===== config.mk =====
export PLATFORM = sky130hd
export DESIGN_NAME = vga_game_top
export DESIGN_NICKNAME = d
export VERILOG_FILES = /design/src/logic/vga_timing_pkg.sv /design/src/logic/scene_pkg.sv /design/src/logic/vga_game_top.sv /design/src/logic/pixel_output.sv /design/src/logic/score_overlay.sv /design/src/logic/scene_background.sv /design/src/logic/reg_bank.sv /design/src/logic/vga_timing.sv
export VERILOG_INCLUDE_DIRS = /design/src /design/src/include
export SDC_FILE = /design/constraint.sdc
export NUM_CORES = 1
export LEC_CHECK = 0
export BUFFER_PORTS_ARGS = -buffer_cell sky130_fd_sc_hd__buf_2
export CAP_MARGIN = 5
export CORE_UTILIZATION = 54
export DETAILED_ROUTE_END_ITERATION = 10
export PLACE_DENSITY = 0.84
export SLEW_MARGIN = 20
export SYNTH_ARGS = -nofsm -noshare
export SYNTH_HDL_FRONTEND = slang
export SYNTH_SLANG_ARGS = --single-unit
export TNS_END_PERCENT = 100

===== constraint.sdc =====
create_clock -name clk -period 3.35 [get_ports clk]
set_input_delay 0.5025 -clock clk [delete_from_list [all_inputs] [get_ports clk]]
set_output_delay 0.5025 -clock clk [all_outputs]
set_load 0.1 [all_outputs]

===== src/include/display_cfg.svh =====
`ifndef DISPLAY_CFG_SVH
`define DISPLAY_CFG_SVH

// Horizontal timing in pixel clocks
`define H_ACTIVE 1280
`define H_FRONT 32
`define H_SYNC 192
`define H_BACK 96

// Vertical timing in lines
`define V_ACTIVE 480
`define V_FRONT 10
`define V_SYNC 2
`define V_BACK 33

// Scene band rows
`define GROUND_LINE_ROW 280
`define STRIPE_LAST_ROW 300

// Palette
`define DAY_SKY_R 135
`define DAY_SKY_G 206
`define DAY_SKY_B 235
`define NIGHT_SKY_R 10
`define NIGHT_SKY_G 10
`define NIGHT_SKY_B 40
`define LIGHT_GROUND_R 139
`define LIGHT_GROUND_G 69
`define LIGHT_GROUND_B 19
`define DARK_GROUND_R 100
`define DARK_GROUND_G 40
`define DARK_GROUND_B 10

// Host register map
`define REG_SCORE 0
`define REG_SCORE_X 1
`define REG_SCORE_Y 2

// Score position after reset
`define SCORE_X_RESET 25
`define SCORE_Y_RESET 41

// Cycles of daylight before the sky turns dark
`define DAY_CYCLES_DEFAULT 1250000000

`define FONT_SIZE 8

`endif

===== src/logic/vga_timing_pkg.sv =====
`default_nettype none

package vga_timing_pkg;

    // Pixel column, 0 to 1599
    typedef logic [10:0] hpos_t;

    // Line number, 0 to 524
    typedef logic [9:0] vpos_t;

    // Everything a later stage needs to know about the current pixel
    typedef struct packed {
        hpos_t h;
        vpos_t v;
        logic  active;
        logic  hsync_n;
        logic  vsync_n;
    } scan_pos_t;

endpackage

`default_nettype wire


===== src/logic/scene_pkg.sv =====
`default_nettype none

package scene_pkg;

    typedef logic [7:0] channel_t;

    typedef struct packed {
        channel_t r;
        channel_t g;
        channel_t b;
    } rgb_t;

    // Score value with a glyph only for 0 to 9
    typedef logic [3:0] digit_t;

    typedef logic [8:0] reg_addr_t;

    typedef logic [31:0] bus_data_t;

    // One host write where strobe is chipselect and write together
    typedef struct packed {
        logic      strobe;
        reg_addr_t address;
        bus_data_t data;
    } bus_write_t;

    // Score digit and its top left corner on screen
    typedef struct packed {
        digit_t                digit;
        vga_timing_pkg::hpos_t x;
        vga_timing_pkg::vpos_t y;
    } score_cfg_t;

    // Day timer wide enough for the default day length
    typedef logic [31:0] cycle_count_t;

endpackage

`default_nettype wire


===== src/logic/vga_game_top.sv =====
`timescale 1ns/1ps
`default_nettype none

`include "display_cfg.svh"

module vga_game_top #(
    parameter scene_pkg::cycle_count_t DAY_CYCLES = `DAY_CYCLES_DEFAULT
) (
    input  wire logic                  clk,
    input  wire logic                  reset,
    input  wire scene_pkg::bus_data_t  writedata,
    input  wire logic                  write,
    input  wire logic                  chipselect,
    input  wire scene_pkg::reg_addr_t  address,
    output scene_pkg::channel_t        vga_r,
    output scene_pkg::channel_t        vga_g,
    output scene_pkg::channel_t        vga_b,
    output logic                       vga_clk,
    output logic                       vga_hs,
    output logic                       vga_vs,
    output logic                       vga_blank_n,
    output logic                       vga_sync_n
);

    scene_pkg::bus_write_t      bus;
    scene_pkg::score_cfg_t      score_cfg;
    vga_timing_pkg::scan_pos_t  scan;
    vga_timing_pkg::scan_pos_t  scan_d;
    scene_pkg::rgb_t            bg_color;
    logic                       hit;

    // Host write strobe
    assign bus.strobe  = chipselect && write;
    assign bus.address = address;
    assign bus.data    = writedata;

    reg_bank u_regs (
        .clk       (clk),
        .reset     (reset),
        .bus       (bus),
        .score_cfg (score_cfg)
    );

    vga_timing u_timing (
        .clk     (clk),
        .reset   (reset),
        .scan    (scan),
        .vga_clk (vga_clk)
    );

    scene_background #(
        .DAY_CYCLES (DAY_CYCLES)
    ) u_background (
        .clk    (clk),
        .reset  (reset),
        .scan   (scan),
        .color  (bg_color),
        .scan_d (scan_d)
    );

    score_overlay u_score (
        .clk       (clk),
        .reset     (reset),
        .scan      (scan),
        .score_cfg (score_cfg),
        .hit       (hit)
    );

    pixel_output u_out (
        .clk         (clk),
        .reset       (reset),
        .color       (bg_color),
        .scan_d      (scan_d),
        .hit         (hit),
        .vga_r       (vga_r),
        .vga_g       (vga_g),
        .vga_b       (vga_b),
        .vga_hs      (vga_hs),
        .vga_vs      (vga_vs),
        .vga_blank_n (vga_blank_n)
    );

    // Composite sync unused
    assign vga_sync_n = 1'b0;

endmodule

`default_nettype wire


===== src/logic/pixel_output.sv =====
`timescale 1ns/1ps
`default_nettype none

module pixel_output (
    input  wire logic                       clk,
    input  wire logic                       reset,
    input  wire scene_pkg::rgb_t            color,
    input  wire vga_timing_pkg::scan_pos_t  scan_d,
    input  wire logic                       hit,
    output scene_pkg::channel_t             vga_r,
    output scene_pkg::channel_t             vga_g,
    output scene_pkg::channel_t             vga_b,
    output logic                            vga_hs,
    output logic                            vga_vs,
    output logic                            vga_blank_n
);

    scene_pkg::rgb_t pixel;

    // Digit strokes are black, and so is everything outside the active area
    always_comb begin
        if (!scan_d.active || hit) begin
            pixel = '0;
        end else begin
            pixel = color;
        end
    end

    // Colour and syncs leave on the same edge
    always_ff @(posedge clk or posedge reset) begin
        if (reset) begin
            vga_r       <= '0;
            vga_g       <= '0;
            vga_b       <= '0;
            vga_hs      <= 1'b1;
            vga_vs      <= 1'b1;
            vga_blank_n <= 1'b0;
        end else begin
            vga_r       <= pixel.r;
            vga_g       <= pixel.g;
            vga_b       <= pixel.b;
            vga_hs      <= scan_d.hsync_n;
            vga_vs      <= scan_d.vsync_n;
            vga_blank_n <= scan_d.active;
        end
    end

endmodule

`default_nettype wire


===== src/logic/score_overlay.sv =====
`timescale 1ns/1ps
`default_nettype none

`include "display_cfg.svh"

module score_overlay (
    input  wire logic                       clk,
    input  wire logic                       reset,
    input  wire vga_timing_pkg::scan_pos_t  scan,
    input  wire scene_pkg::score_cfg_t      score_cfg,
    output logic                            hit
);

    // One glyph per entry, top row in the high byte, leftmost pixel in bit 7
    localparam logic [63:0] FONT_ROM [0:15] = '{
        64'h3C666E7E76663C00,
        64'h183818181818_7E00,
        64'h3C66061C30667E00,
        64'h3C66061C06663C00,
        64'h0C1C2C4C7E0C0C00,
        64'h7E607C0606663C00,
        64'h3C66607C66663C00,
        64'h7E060C1830303000,
        64'h3C66663C66663C00,
        64'h3C66663E06663C00,
        64'h0,
        64'h0,
        64'h0,
        64'h0,
        64'h0,
        64'h0
    };

    vga_timing_pkg::hpos_t dh;
    vga_timing_pkg::vpos_t dv;
    logic                  in_box;
    logic [63:0]           glyph;
    logic [7:0]            font_row;
    logic                  pixel_on;

    // Offsets inside the box, only meaningful when in_box is set
    assign dh = scan.h - score_cfg.x;
    assign dv = scan.v - score_cfg.y;

    assign in_box = (scan.h >= score_cfg.x) && (dh < `FONT_SIZE) &&
                    (scan.v >= score_cfg.y) && (dv < `FONT_SIZE);

    assign glyph = FONT_ROM[score_cfg.digit];

    // Row dv sits at byte 7 - dv, column dh at bit 7 - dh
    assign font_row = glyph[{~dv[2:0], 3'b000} +: 8];
    assign pixel_on = font_row[~dh[2:0]];

    always_ff @(posedge clk or posedge reset) begin
        if (reset) begin
            hit <= 1'b0;
        end else begin
            hit <= in_box && pixel_on;
        end
    end

endmodule

`default_nettype wire


===== src/logic/scene_background.sv =====
`timescale 1ns/1ps
`default_nettype none

`include "display_cfg.svh"

module scene_background #(
    parameter scene_pkg::cycle_count_t DAY_CYCLES = `DAY_CYCLES_DEFAULT
) (
    input  wire logic                       clk,
    input  wire logic                       reset,
    input  wire vga_timing_pkg::scan_pos_t  scan,
    output scene_pkg::rgb_t                 color,
    output vga_timing_pkg::scan_pos_t       scan_d
);

    localparam scene_pkg::rgb_t DAY_SKY = '{
        r: scene_pkg::channel_t'(`DAY_SKY_R),
        g: scene_pkg::channel_t'(`DAY_SKY_G),
        b: scene_pkg::channel_t'(`DAY_SKY_B)
    };
    localparam scene_pkg::rgb_t NIGHT_SKY = '{
        r: scene_pkg::channel_t'(`NIGHT_SKY_R),
        g: scene_pkg::channel_t'(`NIGHT_SKY_G),
        b: scene_pkg::channel_t'(`NIGHT_SKY_B)
    };
    localparam scene_pkg::rgb_t LIGHT_GROUND = '{
        r: scene_pkg::channel_t'(`LIGHT_GROUND_R),
        g: scene_pkg::channel_t'(`LIGHT_GROUND_G),
        b: scene_pkg::channel_t'(`LIGHT_GROUND_B)
    };
    localparam scene_pkg::rgb_t DARK_GROUND = '{
        r: scene_pkg::channel_t'(`DARK_GROUND_R),
        g: scene_pkg::channel_t'(`DARK_GROUND_G),
        b: scene_pkg::channel_t'(`DARK_GROUND_B)
    };

    scene_pkg::cycle_count_t day_timer;
    logic                    night;
    scene_pkg::rgb_t         bg_next;

    // Night is one way, timer freezes once it fires
    always_ff @(posedge clk or posedge reset) begin
        if (reset) begin
            day_timer <= '0;
            night     <= 1'b0;
        end else if (!night) begin
            if (day_timer == DAY_CYCLES) begin
                night <= 1'b1;
            end else begin
                day_timer <= day_timer + 1'b1;
            end
        end
    end

    // Bands by row only
    always_comb begin
        if (scan.v < `GROUND_LINE_ROW) begin
            bg_next = night ? NIGHT_SKY : DAY_SKY;
        end else if (scan.v == `GROUND_LINE_ROW) begin
            bg_next = '0;
        end else if (scan.v <= `STRIPE_LAST_ROW) begin
            bg_next = LIGHT_GROUND;
        end else begin
            bg_next = DARK_GROUND;
        end
    end

    // Scan struct travels along so the output stage stays aligned
    always_ff @(posedge clk or posedge reset) begin
        if (reset) begin
            color          <= '0;
            scan_d.h       <= '0;
            scan_d.v       <= '0;
            scan_d.active  <= 1'b0;
            scan_d.hsync_n <= 1'b1;
            scan_d.vsync_n <= 1'b1;
        end else begin
            color  <= bg_next;
            scan_d <= scan;
        end
    end

endmodule

`default_nettype wire


===== src/logic/reg_bank.sv =====
`timescale 1ns/1ps
`default_nettype none

`include "display_cfg.svh"

module reg_bank (
    input  wire logic                    clk,
    input  wire logic                    reset,
    input  wire scene_pkg::bus_write_t   bus,
    output scene_pkg::score_cfg_t        score_cfg
);

    localparam scene_pkg::reg_addr_t ADDR_SCORE = `REG_SCORE;
    localparam scene_pkg::reg_addr_t ADDR_SCORE_X = `REG_SCORE_X;
    localparam scene_pkg::reg_addr_t ADDR_SCORE_Y = `REG_SCORE_Y;

    localparam vga_timing_pkg::hpos_t X_RESET = `SCORE_X_RESET;
    localparam vga_timing_pkg::vpos_t Y_RESET = `SCORE_Y_RESET;

    // Writes land in one cycle, the host has no wait state
    always_ff @(posedge clk or posedge reset) begin
        if (reset) begin
            score_cfg.digit <= '0;
            score_cfg.x     <= X_RESET;
            score_cfg.y     <= Y_RESET;
        end else if (bus.strobe) begin
            case (bus.address)
                ADDR_SCORE: begin
                    score_cfg.digit <= bus.data[3:0];
                end
                ADDR_SCORE_X: begin
                    score_cfg.x <= bus.data[10:0];
                end
                ADDR_SCORE_Y: begin
                    score_cfg.y <= bus.data[9:0];
                end
                default: begin
                    // Unmapped address, write dropped
                end
            endcase
        end
    end

endmodule

`default_nettype wire


===== src/logic/vga_timing.sv =====
`timescale 1ns/1ps
`default_nettype none

`include "display_cfg.svh"

module vga_timing (
    input  wire logic                  clk,
    input  wire logic                  reset,
    output vga_timing_pkg::scan_pos_t  scan,
    output logic                       vga_clk
);

    localparam vga_timing_pkg::hpos_t H_TOTAL =
        `H_ACTIVE + `H_FRONT + `H_SYNC + `H_BACK;
    localparam vga_timing_pkg::hpos_t H_SYNC_START = `H_ACTIVE + `H_FRONT;
    localparam vga_timing_pkg::hpos_t H_SYNC_END = `H_ACTIVE + `H_FRONT + `H_SYNC;

    localparam vga_timing_pkg::vpos_t V_TOTAL =
        `V_ACTIVE + `V_FRONT + `V_SYNC + `V_BACK;
    localparam vga_timing_pkg::vpos_t V_SYNC_START = `V_ACTIVE + `V_FRONT;
    localparam vga_timing_pkg::vpos_t V_SYNC_END = `V_ACTIVE + `V_FRONT + `V_SYNC;

    vga_timing_pkg::hpos_t h_next;
    vga_timing_pkg::vpos_t v_next;

    // Next scan point, wrapping at end of line and end of field
    always_comb begin
        h_next = scan.h + 1'b1;
        v_next = scan.v;
        if (scan.h == H_TOTAL - 1'b1) begin
            h_next = '0;
            if (scan.v == V_TOTAL - 1'b1) begin
                v_next = '0;
            end else begin
                v_next = scan.v + 1'b1;
            end
        end
    end

    // Flags are computed from the next point so they line up with the counters
    always_ff @(posedge clk or posedge reset) begin
        if (reset) begin
            scan.h       <= '0;
            scan.v       <= '0;
            scan.active  <= 1'b1;
            scan.hsync_n <= 1'b1;
            scan.vsync_n <= 1'b1;
        end else begin
            scan.h       <= h_next;
            scan.v       <= v_next;
            scan.active  <= (h_next < `H_ACTIVE) && (v_next < `V_ACTIVE);
            scan.hsync_n <= !((h_next >= H_SYNC_START) && (h_next < H_SYNC_END));
            scan.vsync_n <= !((v_next >= V_SYNC_START) && (v_next < V_SYNC_END));
        end
    end

    // Half the pixel clock for the DAC
    assign vga_clk = scan.h[0];

endmodule

`default_nettype wire


## After elaboration in Yosys (flattened, before gate mapping)

Memories as Yosys holds them, arrays and structs flattened.
Index checks and enable logic that the tools add are counted.

| storage, ports and cells | value |
|---|---|
| bits in registers | 137 |
| ROM bits | 1024 |
| output and inout port bits | 29 |
| word-level logic and storage cells | 86 |
| memories | 1 |

| cells by class | value |
|---|---|
| add/sub/neg operators | 5 |
| $lt $le $gt $ge | 14 |
| equal/unequal tests | 6 |
| shift-type cells | 1 |
| mux-type cells | 14 |
| bitwise operators | 5 |
| reductions and logical operators | 17 |

Memory list:

| memory | depth | bits a word | read ports | clocked after memory_dff | write ports | line | source |
|---|---|---|---|---|---|---|---|
| (name not given) | 16 | 64 | 1 | 0 | 0 | score_overlay.sv:48 | `assign glyph = FONT_ROM[score_cfg.digit];` |

Operators with widths:

| cell | count |
|---|---|
| $mux 64 | 2 |
| $mux 24 | 5 |
| $shiftx 64x7->8 | 1 |
| $add 32x1->32 const B | 1 |
| $eq 32x31->1 const B | 1 |
| $lt 10x9->1 const B | 3 |
| $lt 11x11->1 const B | 2 |
| $mux 10 | 2 |
| $add 11x1->11 const B | 1 |
| $eq 11x11->1 const B | 1 |
| $ge 11x11->1 | 1 |
| $ge 11x11->1 const B | 1 |
| $lt 11x4->1 const B | 1 |
| $mux 11 | 1 |
| $sub 11x11->11 | 1 |
| $add 10x1->10 const B | 1 |
| $eq 10x10->1 const B | 1 |
| $eq 10x9->1 const B | 1 |
| $ge 10x10->1 | 1 |
| $ge 10x9->1 const B | 1 |
| $le 10x9->1 const B | 1 |
| $lt 10x4->1 const B | 1 |
| $sub 10x10->10 | 1 |
| $eq 9x1->1 const B | 1 |
| other kinds (13) | 29 |

## Depth between registers and ports, before layout

Gate-level depths: netlist (run 1).

| depth | value |
|---|---|
| depth after elaboration | 8 |
| gate-level depth with buffers | 11 |

## By module

Synthesis (run 1) repeated with hierarchy kept, for this count alone.

| second synthesis, totals | value |
|---|---|
| cells, all modules | 774 |
| area total of the unflattened synthesis | 8175.3 sq um |

Modules (own cells, without submodules):

| module | instances | cells each | area an instance (sq um) | sequential area each (sq um) |
|---|---|---|---|---|
| scene_background | 1 | 215 | 2725.1 | 1679.1 |
| score_overlay | 1 | 278 | 1864.3 | 25.0 |
| vga_timing | 1 | 164 | 1541.5 | 604.3 |
| reg_bank | 1 | 58 | 1097.3 | 633.1 |
| pixel_output | 1 | 56 | 929.6 | 678.2 |
| vga_game_top | 1 | 3 | 17.5 | 0.0 |

## Worst setup path before layout (run 1)

No wires, ideal clock.

| timing path | value |
|---|---|
| kind | register -> register |
| start point | register u_timing.scan[13] (netlist name) |
| end point | register u_score.hit |
| setup time | 0.101 ns |
| arrival time | 2.704 ns |
| slack | 0.546 ns |
| stages on the path, launching flop included | 12 |
| path buffers | 0 |
| cell sequence | dfrtp_1 -> inv_1 -> ha_1 -> inv_1 -> fa_1 -> nand3_1 -> a21oi_1 -> o311a_1 -> o31ai_1 -> a21oi_1 -> a221o_1 -> nor4_1 |

| on the way | value |
|---|---|
| word-level cells in the longest chain between the ends | 6 |
| elaborated cells between the ends (all ways) | 10 |
| classes of those cells | add/sub: 1; order compare: 2; mux: 2; bitwise: 1; reduce/logical: 4 |

RTL lines:

| what | line | source |
|---|---|---|
| $sub 11x11->11 | score_overlay.sv:42 | `assign dh = scan.h - score_cfg.x;` |
| $lt 11x4->1 (no line) | n/a |  |
| $logic_and 1x1->1 (3 in a row) | score_overlay.sv:45 | `` assign in_box = (scan.h >= score_cfg.x) && (dh < `FONT_SIZE) && `` |
| $logic_and 1x1->1 * | score_overlay.sv:58 | `hit <= in_box && pixel_on;` |
| end signal: assignment | score_overlay.sv:58 |  |
| end: declaration | score_overlay.sv:11 | `output logic hit` |

Mark *: on every way between the ends. The rest lies on a longest branch, timed or not. The select of a mux whose other input is x is not followed.
A chain may end at the register's enable or synchronous reset.

## Worst setup path in the final report (run 1)

| timing path | value |
|---|---|
| start point | register u_timing.scan[3] (netlist name) |
| end point | register u_score.hit |

| on the way | value |
|---|---|
| word-level cells in the longest chain between the ends | 6 |
| elaborated cells between the ends (all ways) | 10 |
| classes of those cells | add/sub: 1; order compare: 2; shift: 1; mux: 2; bitwise: 1; reduce/logical: 3 |

RTL lines:

| what | line | source |
|---|---|---|
| $sub 10x10->10 | score_overlay.sv:43 | `assign dv = scan.v - score_cfg.y;` |
| $not 3->3 | score_overlay.sv:51 | `assign font_row = glyph[{~dv[2:0], 3'b000} +: 8];` |
| $shiftx 64x7->8 | score_overlay.sv:51 |  |
| $bmux 1 s3 | score_overlay.sv:52 | `assign pixel_on = font_row[~dh[2:0]];` |
| $mux 1 (not written as such) | score_overlay.sv:52 |  |
| $logic_and 1x1->1 * | score_overlay.sv:58 |  |

Marked as above.

==> results of run 1 <==
==> stage by stage <==
| step | hold slack (ns) | cell area (um2) | std cells | power (W) | worst slack [ns] |
|---|---|---|---|---|---|
| finish | 0.304 | 7190 | 876 | 0.00258 | 0.473 |
| global route | 0.361 | 7190 | 876 | 0.00267 | 0.178 |
| CTS | 0.327 | 7190 | 876 | 0.00261 | 0.504 |
| detailed placement | 0.348 | 6880 | 860 | 0.00151 | 0.513 |
| global placement | 0.348 | 6880 | 860 | 0.00151 | 0.517 |
| floorplan | 0.345 | 6650 | 698 | 0.00147 | 0.546 |
==> cells in the mapped netlist (all sizes together), types with 3 or more instances <==
master / n
dfrtp: 96
nor2: 48
nand2: 55
inv: 49
o31ai: 4
o311a: 4
mux2i: 8
xnor2: 33
a21o: 8
dfstp: 13
nor3: 12
nand3b: 4
nand4: 11
buf: 27
ha: 33
and4: 4
o221ai: 4
or3: 6
nor2b: 11
or2: 3
and3: 16
a211oi: 6
o21a: 5
mux2: 23
a31oi: 4
a21oi: 36
nand2b: 10
and2: 16
or4: 3
nor4: 7
nand3: 28
o21ai: 35
o211ai: 6
nor4b: 7
xor2: 16
clkbuf: 10
==> critical path: cells and delay by family (launching register included) <==
| kind | cells | cell delay [ns] |
|---|---|---|
| buf+inv | 3 | 0.40 |
| fa+ha+maj | 2 | 0.72 |
| compound gates | 3 | 0.74 |
| flops | 1 | 0.41 |
| simple gates | 3 | 0.50 |
==> worst max path at each step <==
stage,endpoint,slack [ns],cells after the start
finish,u_score.hit,0.47,11
detailed placement,u_score.hit,0.51,11
CTS,u_score.hit,0.50,11
floorplan,u_score.hit,0.55,11
global placement,u_score.hit,0.52,12
global route,u_score.hit,0.18,11
==> power groups by stage <==
stage                     clock [W]  sequential [W]  combinational, W
after floorplan                   0         0.00135          0.000119
after global placement            0         0.00135          0.000152
after detailed placement          0         0.00135          0.000155
after CTS                   0.00112         0.00133          0.000156
after global routing        0.00117         0.00133          0.000173
final                       0.00109         0.00133          0.000156
==> cells by family (layout without fill, tap and decap cells) <==
group	after synthesis	in the layout	share of synthesized area
other	1	4	0.000565
buffers and inverters	86	117	0.0630
and+or+nand+nor	248	248	0.203
adders and majority gates	35	35	0.0683
xor gates and xnor gates	49	49	0.0647
DFF	109	109	0.413
muxes	31	31	0.0511
AOI/OAI and AO/OA	136	136	0.136
==> per-layer routing <==
layer | track usage | part of all wire | vias up
met3 | 0.0595 | 0.055 | 15
li1 | - | - | 2500
met1 | 0.297 | 0.44 | 2486
met5 | 0 | 0 | -
met4 | 0.0526 | 0.012 | 0
met2 | 0.392 | 0.49 | 150
==> final cells by class <==
| class | count | area (um2) |
|---|---|---|
| repair buffers | 52 | 283 |
| flip-flops and latches | 109 | 2740 |
| inverters | 49 | 188 |
| fillers | 1019 | 4820 |
| well taps | 147 | 184 |
| clock buffers | 10 | 229 |
| multi-input cells | 503 | 3490 |
| clock inverters | 6 | 76.3 |
==> state kept, by name (all words and copies together), names as in the netlist, 3 cells and up <==
name                    cells
u_out.vga_r                 3
u_background.color         10
u_background.day_timer     32
u_timing.scan              24
u_regs.score_cfg           25
u_background.scan_d         3
u_out.vga_b                 6
==> flow_metrics.py, run 1 <==
metrics = {
    "outcome": {
        "outcome": "complete, no violations",
    },
    "floorplanning": {
        "start_util": 0.553,
        "die_h_um": 113,
        "ios": 74,
        "core-area_um2": 12000,
        "die-area_um2": 12700,
        "num_rows": 40,
        "fp.dieW_um": 113,
    },
    "finish": {
        "postLayoutCoreUtil": 0.599,
        "layout-drive-gt1-share": 0.159,
        "antenna_cells": 0,
        "nets": 804,
        "layout_common_cells": "96 x dfrtp_1, 55 x nand2_1, 48 x nor2_1, 48 x inv_1, 48 x buf_2",
        "syn_to_final_growth_pct": 8.33,
        "final_common_cell": "dfrtp_1",
    },
    "pwr": {
        "p_sw_w": 0.000607,
        "swShare": 0.236,
        "comb_power_share": 0.060,
        "p_seq_frac": 0.516,
        "p_leak_nw": 3.18,
        "p_int_w": 0.00197,
        "p_clk_frac": 0.424,
        "peakVddDrop_v": 0.000453,
        "power.density_nw_per_um2": 359,
    },
    "timing": {
        "max_freq_mhz": 348,
        "skew_ns": 0.00921,
        "report.final.slew_viol_count": 0,
        "slew_headroom": 0.443,
        "fin_setup_tns_ns": 0,
        "period_share": 0.859,
        "rsz0062_at_grt": "false",
        "finalSetupViolCount": 0,
        "tightest_slew_ns": 0.834,
        "hold_viol": 0,
        "min_period_ns": 2.88,
    },
    "worst_setup_path": {
        "cp_max_fo": 9,
        "worstRegToRegCells": 11,
        "rrSetupSlack_ns": 0.47,
        "setup.worst_path.class": "register to register",
        "max_stage_delay_ns": 0.53,
        "required_ns": 3.60,
        "critPathMostFrequentCell": "inv_1",
        "startpoint": "u_timing.scan[3]",
        "worst_path_max_delay_cell": "fa_1",
        "arrival_ns": 3.12,
        "cp-start-kind": "register",
        "end_kind": "register",
        "r2r-start": "u_timing.scan[3]",
        "timing.rr.end": "u_score.hit",
        "crit_chain": "inv_1 -> ha_1 -> inv_1 -> fa_1 -> buf_4 -> nor2_1 -> nand2b_1 -> a311oi_1 -> o21ai_0 -> a221o_1 -> nor4_1",
    },
    "yosys": {
        "ys.flop_type": "dfrtp_1",
        "ys_ff_latch": 109,
        "synth_area_per_cell_um2": 9.55,
        "synth_area_leaders": "dfrtp_1 36%, ha_1 6.2%, dfstp_2 5.1%",
        "yosysTopAreaCell": "dfrtp_1",
        "synth_edf_count": 0,
        "synthCells": 695,
        "synth_top_area_frac": 0.362,
        "seq_area_frac_synth": 0.413,
        "async_reset_ff_frac": 1.00,
        "synth_area_um2": 6640,
        "yosysUniqueCellTypes": 68,
        "yosys_warnings": 0,
    },
    "global_route": {
        "first_global_vias": 5020,
        "grt_start_max_net_pins": 72,
        "grt_pass1_wl_um": 23600,
        "antenna_found_initial": 0,
        "grt.total_usage": 0.231,
        "overflow": 0,
    },
    "cts": {
        "cts_tree": "built",
        "path_clk_slew_ns": 0.07,
        "cts_setup_buffers": 0,
        "cts_sinks": 109,
        "clkLatencyLatePin_ns": 0.36,
        "clk_path_buf_depth": 2,
        "cts.htree.levels": 3,
        "ctsRootBufferMaster": "clkbuf_16",
        "cts_made_buffers": 9,
        "cts_hold_buffers": 0,
        "cts_resized": 0,
    },
    "route": {
        "postRouteAntennaNets": 0,
        "wire_per_inst_um": 15.8,
        "via_per_inst": 5.88,
        "drc": 0,
        "dr.pass1.iters": 6,
        "vias": 5151,
        "wirelength_um": 13800,
        "drt_iter0_drc": 397,
    },
    "hold_path": {
        "hold_class": "input pin to async pin",
    },
    "flow_run": {
        "maxCapViolCount": 0,
    },
    "placed_design": {
        "io_buffers": 48,
        "hpwl_um": 10100,
        "gp_congestion": 0.891,
    },
}
Power figures use the tool's default switching activity.
==> run 2: changes to the inputs <==
--- a/config.mk
+++ b/config.mk
@@ -6,11 +6,12 @@
 export SDC_FILE = /design/constraint.sdc
 export NUM_CORES = 1
 export LEC_CHECK = 0
-export BUFFER_PORTS_ARGS = -buffer_cell sky130_fd_sc_hd__buf_2
 export CAP_MARGIN = 5
-export CORE_UTILIZATION = 54
+export CORE_UTILIZATION = 60
+export CTS_CLUSTER_SIZE = 12
 export DETAILED_ROUTE_END_ITERATION = 10
-export PLACE_DENSITY = 0.84
+export DONT_BUFFER_PORTS = 1
+export PLACE_DENSITY = 0.83
 export SLEW_MARGIN = 20
 export SYNTH_ARGS = -nofsm -noshare
 export SYNTH_HDL_FRONTEND = slang
==> constraint.sdc (replaced) <==
create_clock -name clk -period 3.4 [get_ports clk]
set_input_delay 0.51 -clock clk [delete_from_list [all_inputs] [get_ports clk]]
set_output_delay 0.51 -clock clk [all_outputs]
set_load 0.1 [all_outputs]
==> flow_metrics.py, run 2 (synthesized netlist as in run 1, its figures left out) <==
metrics = {
    "outcome": {
        "outcome": "complete, no violations",
    },
    "finish": {
        "fill_cells": 838,
        "layout-drive-gt1-share": 0.115,
        "top_register": "u_background.day_timer",
        "layout_common_cells": "90 x dfrtp_1, 55 x nand2_1, 48 x nor2_1, 48 x inv_1",
        "nets": 760,
        "syn_to_final_growth_pct": 3.81,
        "largest_reg_flops": 32,
        "design_area_um2": 6890,
        "largestRegisters": "u_background.day_timer x32, u_regs.score_cfg x25, u_timing.scan x24",
        "layout.cells.non_filler": 825,
        "final_common_cell": "dfrtp_1",
        "antenna_cells": 0,
    },
    "placed_design": {
        "dpl.cell_count": 809,
        "gp_congestion": 0.882,
        "hpwl_um": 10100,
        "place_area_um2": 6690,
        "io_buffers": 0,
        "pre_cts_ws_ns": 0.441,
    },
    "timing": {
        "setup_ws_ns": 0.348,
        "max_freq_mhz": 328,
        "skew_ns": 0.0166,
        "holdWs_ns": 0.165,
        "slew_headroom": 0.378,
        "period_share": 0.898,
        "min_period_ns": 3.05,
        "hold_viol": 0,
        "fin_setup_tns_ns": 0,
        "rsz0062_at_grt": "false",
        "tightest_slew_ns": 0.935,
        "report.final.slew_viol_count": 0,
        "finalSetupViolCount": 0,
    },
    "route": {
        "drt_iter0_drc": 268,
        "wirelength_um": 13700,
        "wire_per_inst_um": 16.6,
        "dr.pass1.iters": 5,
        "postRouteAntennaNets": 0,
        "drc": 0,
        "vias": 4996,
        "via_per_inst": 6.06,
    },
    "floorplanning": {
        "start_util": 0.615,
        "core-area_um2": 10800,
        "num_rows": 38,
        "ios": 74,
        "fp.dieW_um": 107,
        "die-area_um2": 11500,
        "die_h_um": 107,
    },
    "cts": {
        "cts_tree": "built",
        "cts_setup_buffers": 0,
        "path_clk_slew_ns": 0.11,
        "cts_sinks": 109,
        "cts_made_buffers": 9,
        "cts_resized": 0,
        "ctsRootBufferMaster": "clkbuf_8",
        "cts.htree.levels": 3,
        "clkLatencyLatePin_ns": 0.40,
        "cts_hold_buffers": 0,
        "clk_path_buf_depth": 2,
    },
    "global_route": {
        "grt_pass1_wl_um": 23100,
        "first_global_vias": 4930,
        "grt.total_usage": 0.257,
        "overflow": 0,
        "grt_start_max_net_pins": 71,
        "antenna_found_initial": 0,
    },
    "worst_setup_path": {
        "end_kind": "register",
        "setup.worst_path.class": "register to register",
        "worstRegToRegCells": 12,
        "arrival_ns": 3.31,
        "cp-start-kind": "register",
        "cp_max_fo": 10,
        "required_ns": 3.65,
    },
    "hold_path": {
        "hold_class": "input pin to async pin",
    },
    "pwr": {
        "peakVddDrop_v": 0.000385,
        "power.density_nw_per_um2": 324,
        "p_leak_nw": 2.99,
    },
    "flow_run": {
        "maxCapViolCount": 0,
    },
}
[run 2: cell types whose count changed in the layout (fill, tap and decap cells not counted), moves of 2 or more]
cell       delta
buf_2        -48
buf_4         +3
clkbuf_16     -9
clkbuf_8      +9
clkinv_8      +2
dfrtp_1       -6
dfrtp_2       +5
[run 2: power by group]
part           total, W  internal (W)  switching, W  leakage, nW
Combinational  0.000139     0.0000444     0.0000942         1.55
Clock          0.000783      0.000293      0.000491        0.102
Sequential      0.00131       0.00130    0.00000726         1.34
Total           0.00223       0.00164      0.000592         2.99
[run 2: cell type report]
| class | count | area (um2) | share of cell area |
|---|---|---|---|
| clock buffers | 9 | 124 | 0.0180 |
| clock inverters | 7 | 78.8 | 0.0114 |
| inverters | 49 | 186 | 0.0271 |
| multi-input cells | 503 | 3490 | 0.506 |
| flip-flops and latches | 109 | 2750 | 0.400 |
| well taps | 140 | 175 | 0.0254 |
| repair buffers | 8 | 85.1 | 0.0124 |
[run 2: critical path, cell delays in order (launching register included)]
cell and delay, ns:
dfrtp_1 0.42, inv_1 0.14, ha_1 0.18, inv_1 0.05
fa_1 0.54, buf_4 0.22, nor2_1 0.15, o211ai_1 0.12
a21oi_1 0.16, or4_1 0.11, o221ai_1 0.11, a221o_1 0.33
nor4_1 0.36
[run 2: final timing paths]
| path | slack, ns | from | end |
|---|---|---|---|
| max | 0.35 | u_timing.scan[3] | u_score.hit |
| min | 0.16 | reset | u_out.vga_b[6] |
| max reg2reg | 0.35 | u_timing.scan[3] | u_score.hit |
| min reg2reg | 0.35 | u_background.scan_d[0] | u_out.vga_vs |
| max in group asynchronous | 2.46 | reset | u_regs.score_cfg[5] |
| min in group clk | 0.24 | writedata[2] | u_regs.score_cfg[23] |
[run 2: stage by stage]
step,total power (W),utilization
2_1_floorplan,0.00145,-
3_3_place_gp,0.00147,0.620
3_5_place_dp,0.00147,0.620
4_1_cts,0.00226,0.638
5_1_grt,0.00232,0.638
6_report,0.00223,0.638
[run 2: metal layers]
layer / global-route usage / routed length, um / vias up
met5: 0 / 0 / -
met4: 0.0988 / 272 / 0
met3: 0.0602 / 825 / 27
met2: 0.424 / 6630 / 174
met1: 0.328 / 6000 / 2399
li1: - / - / 2396
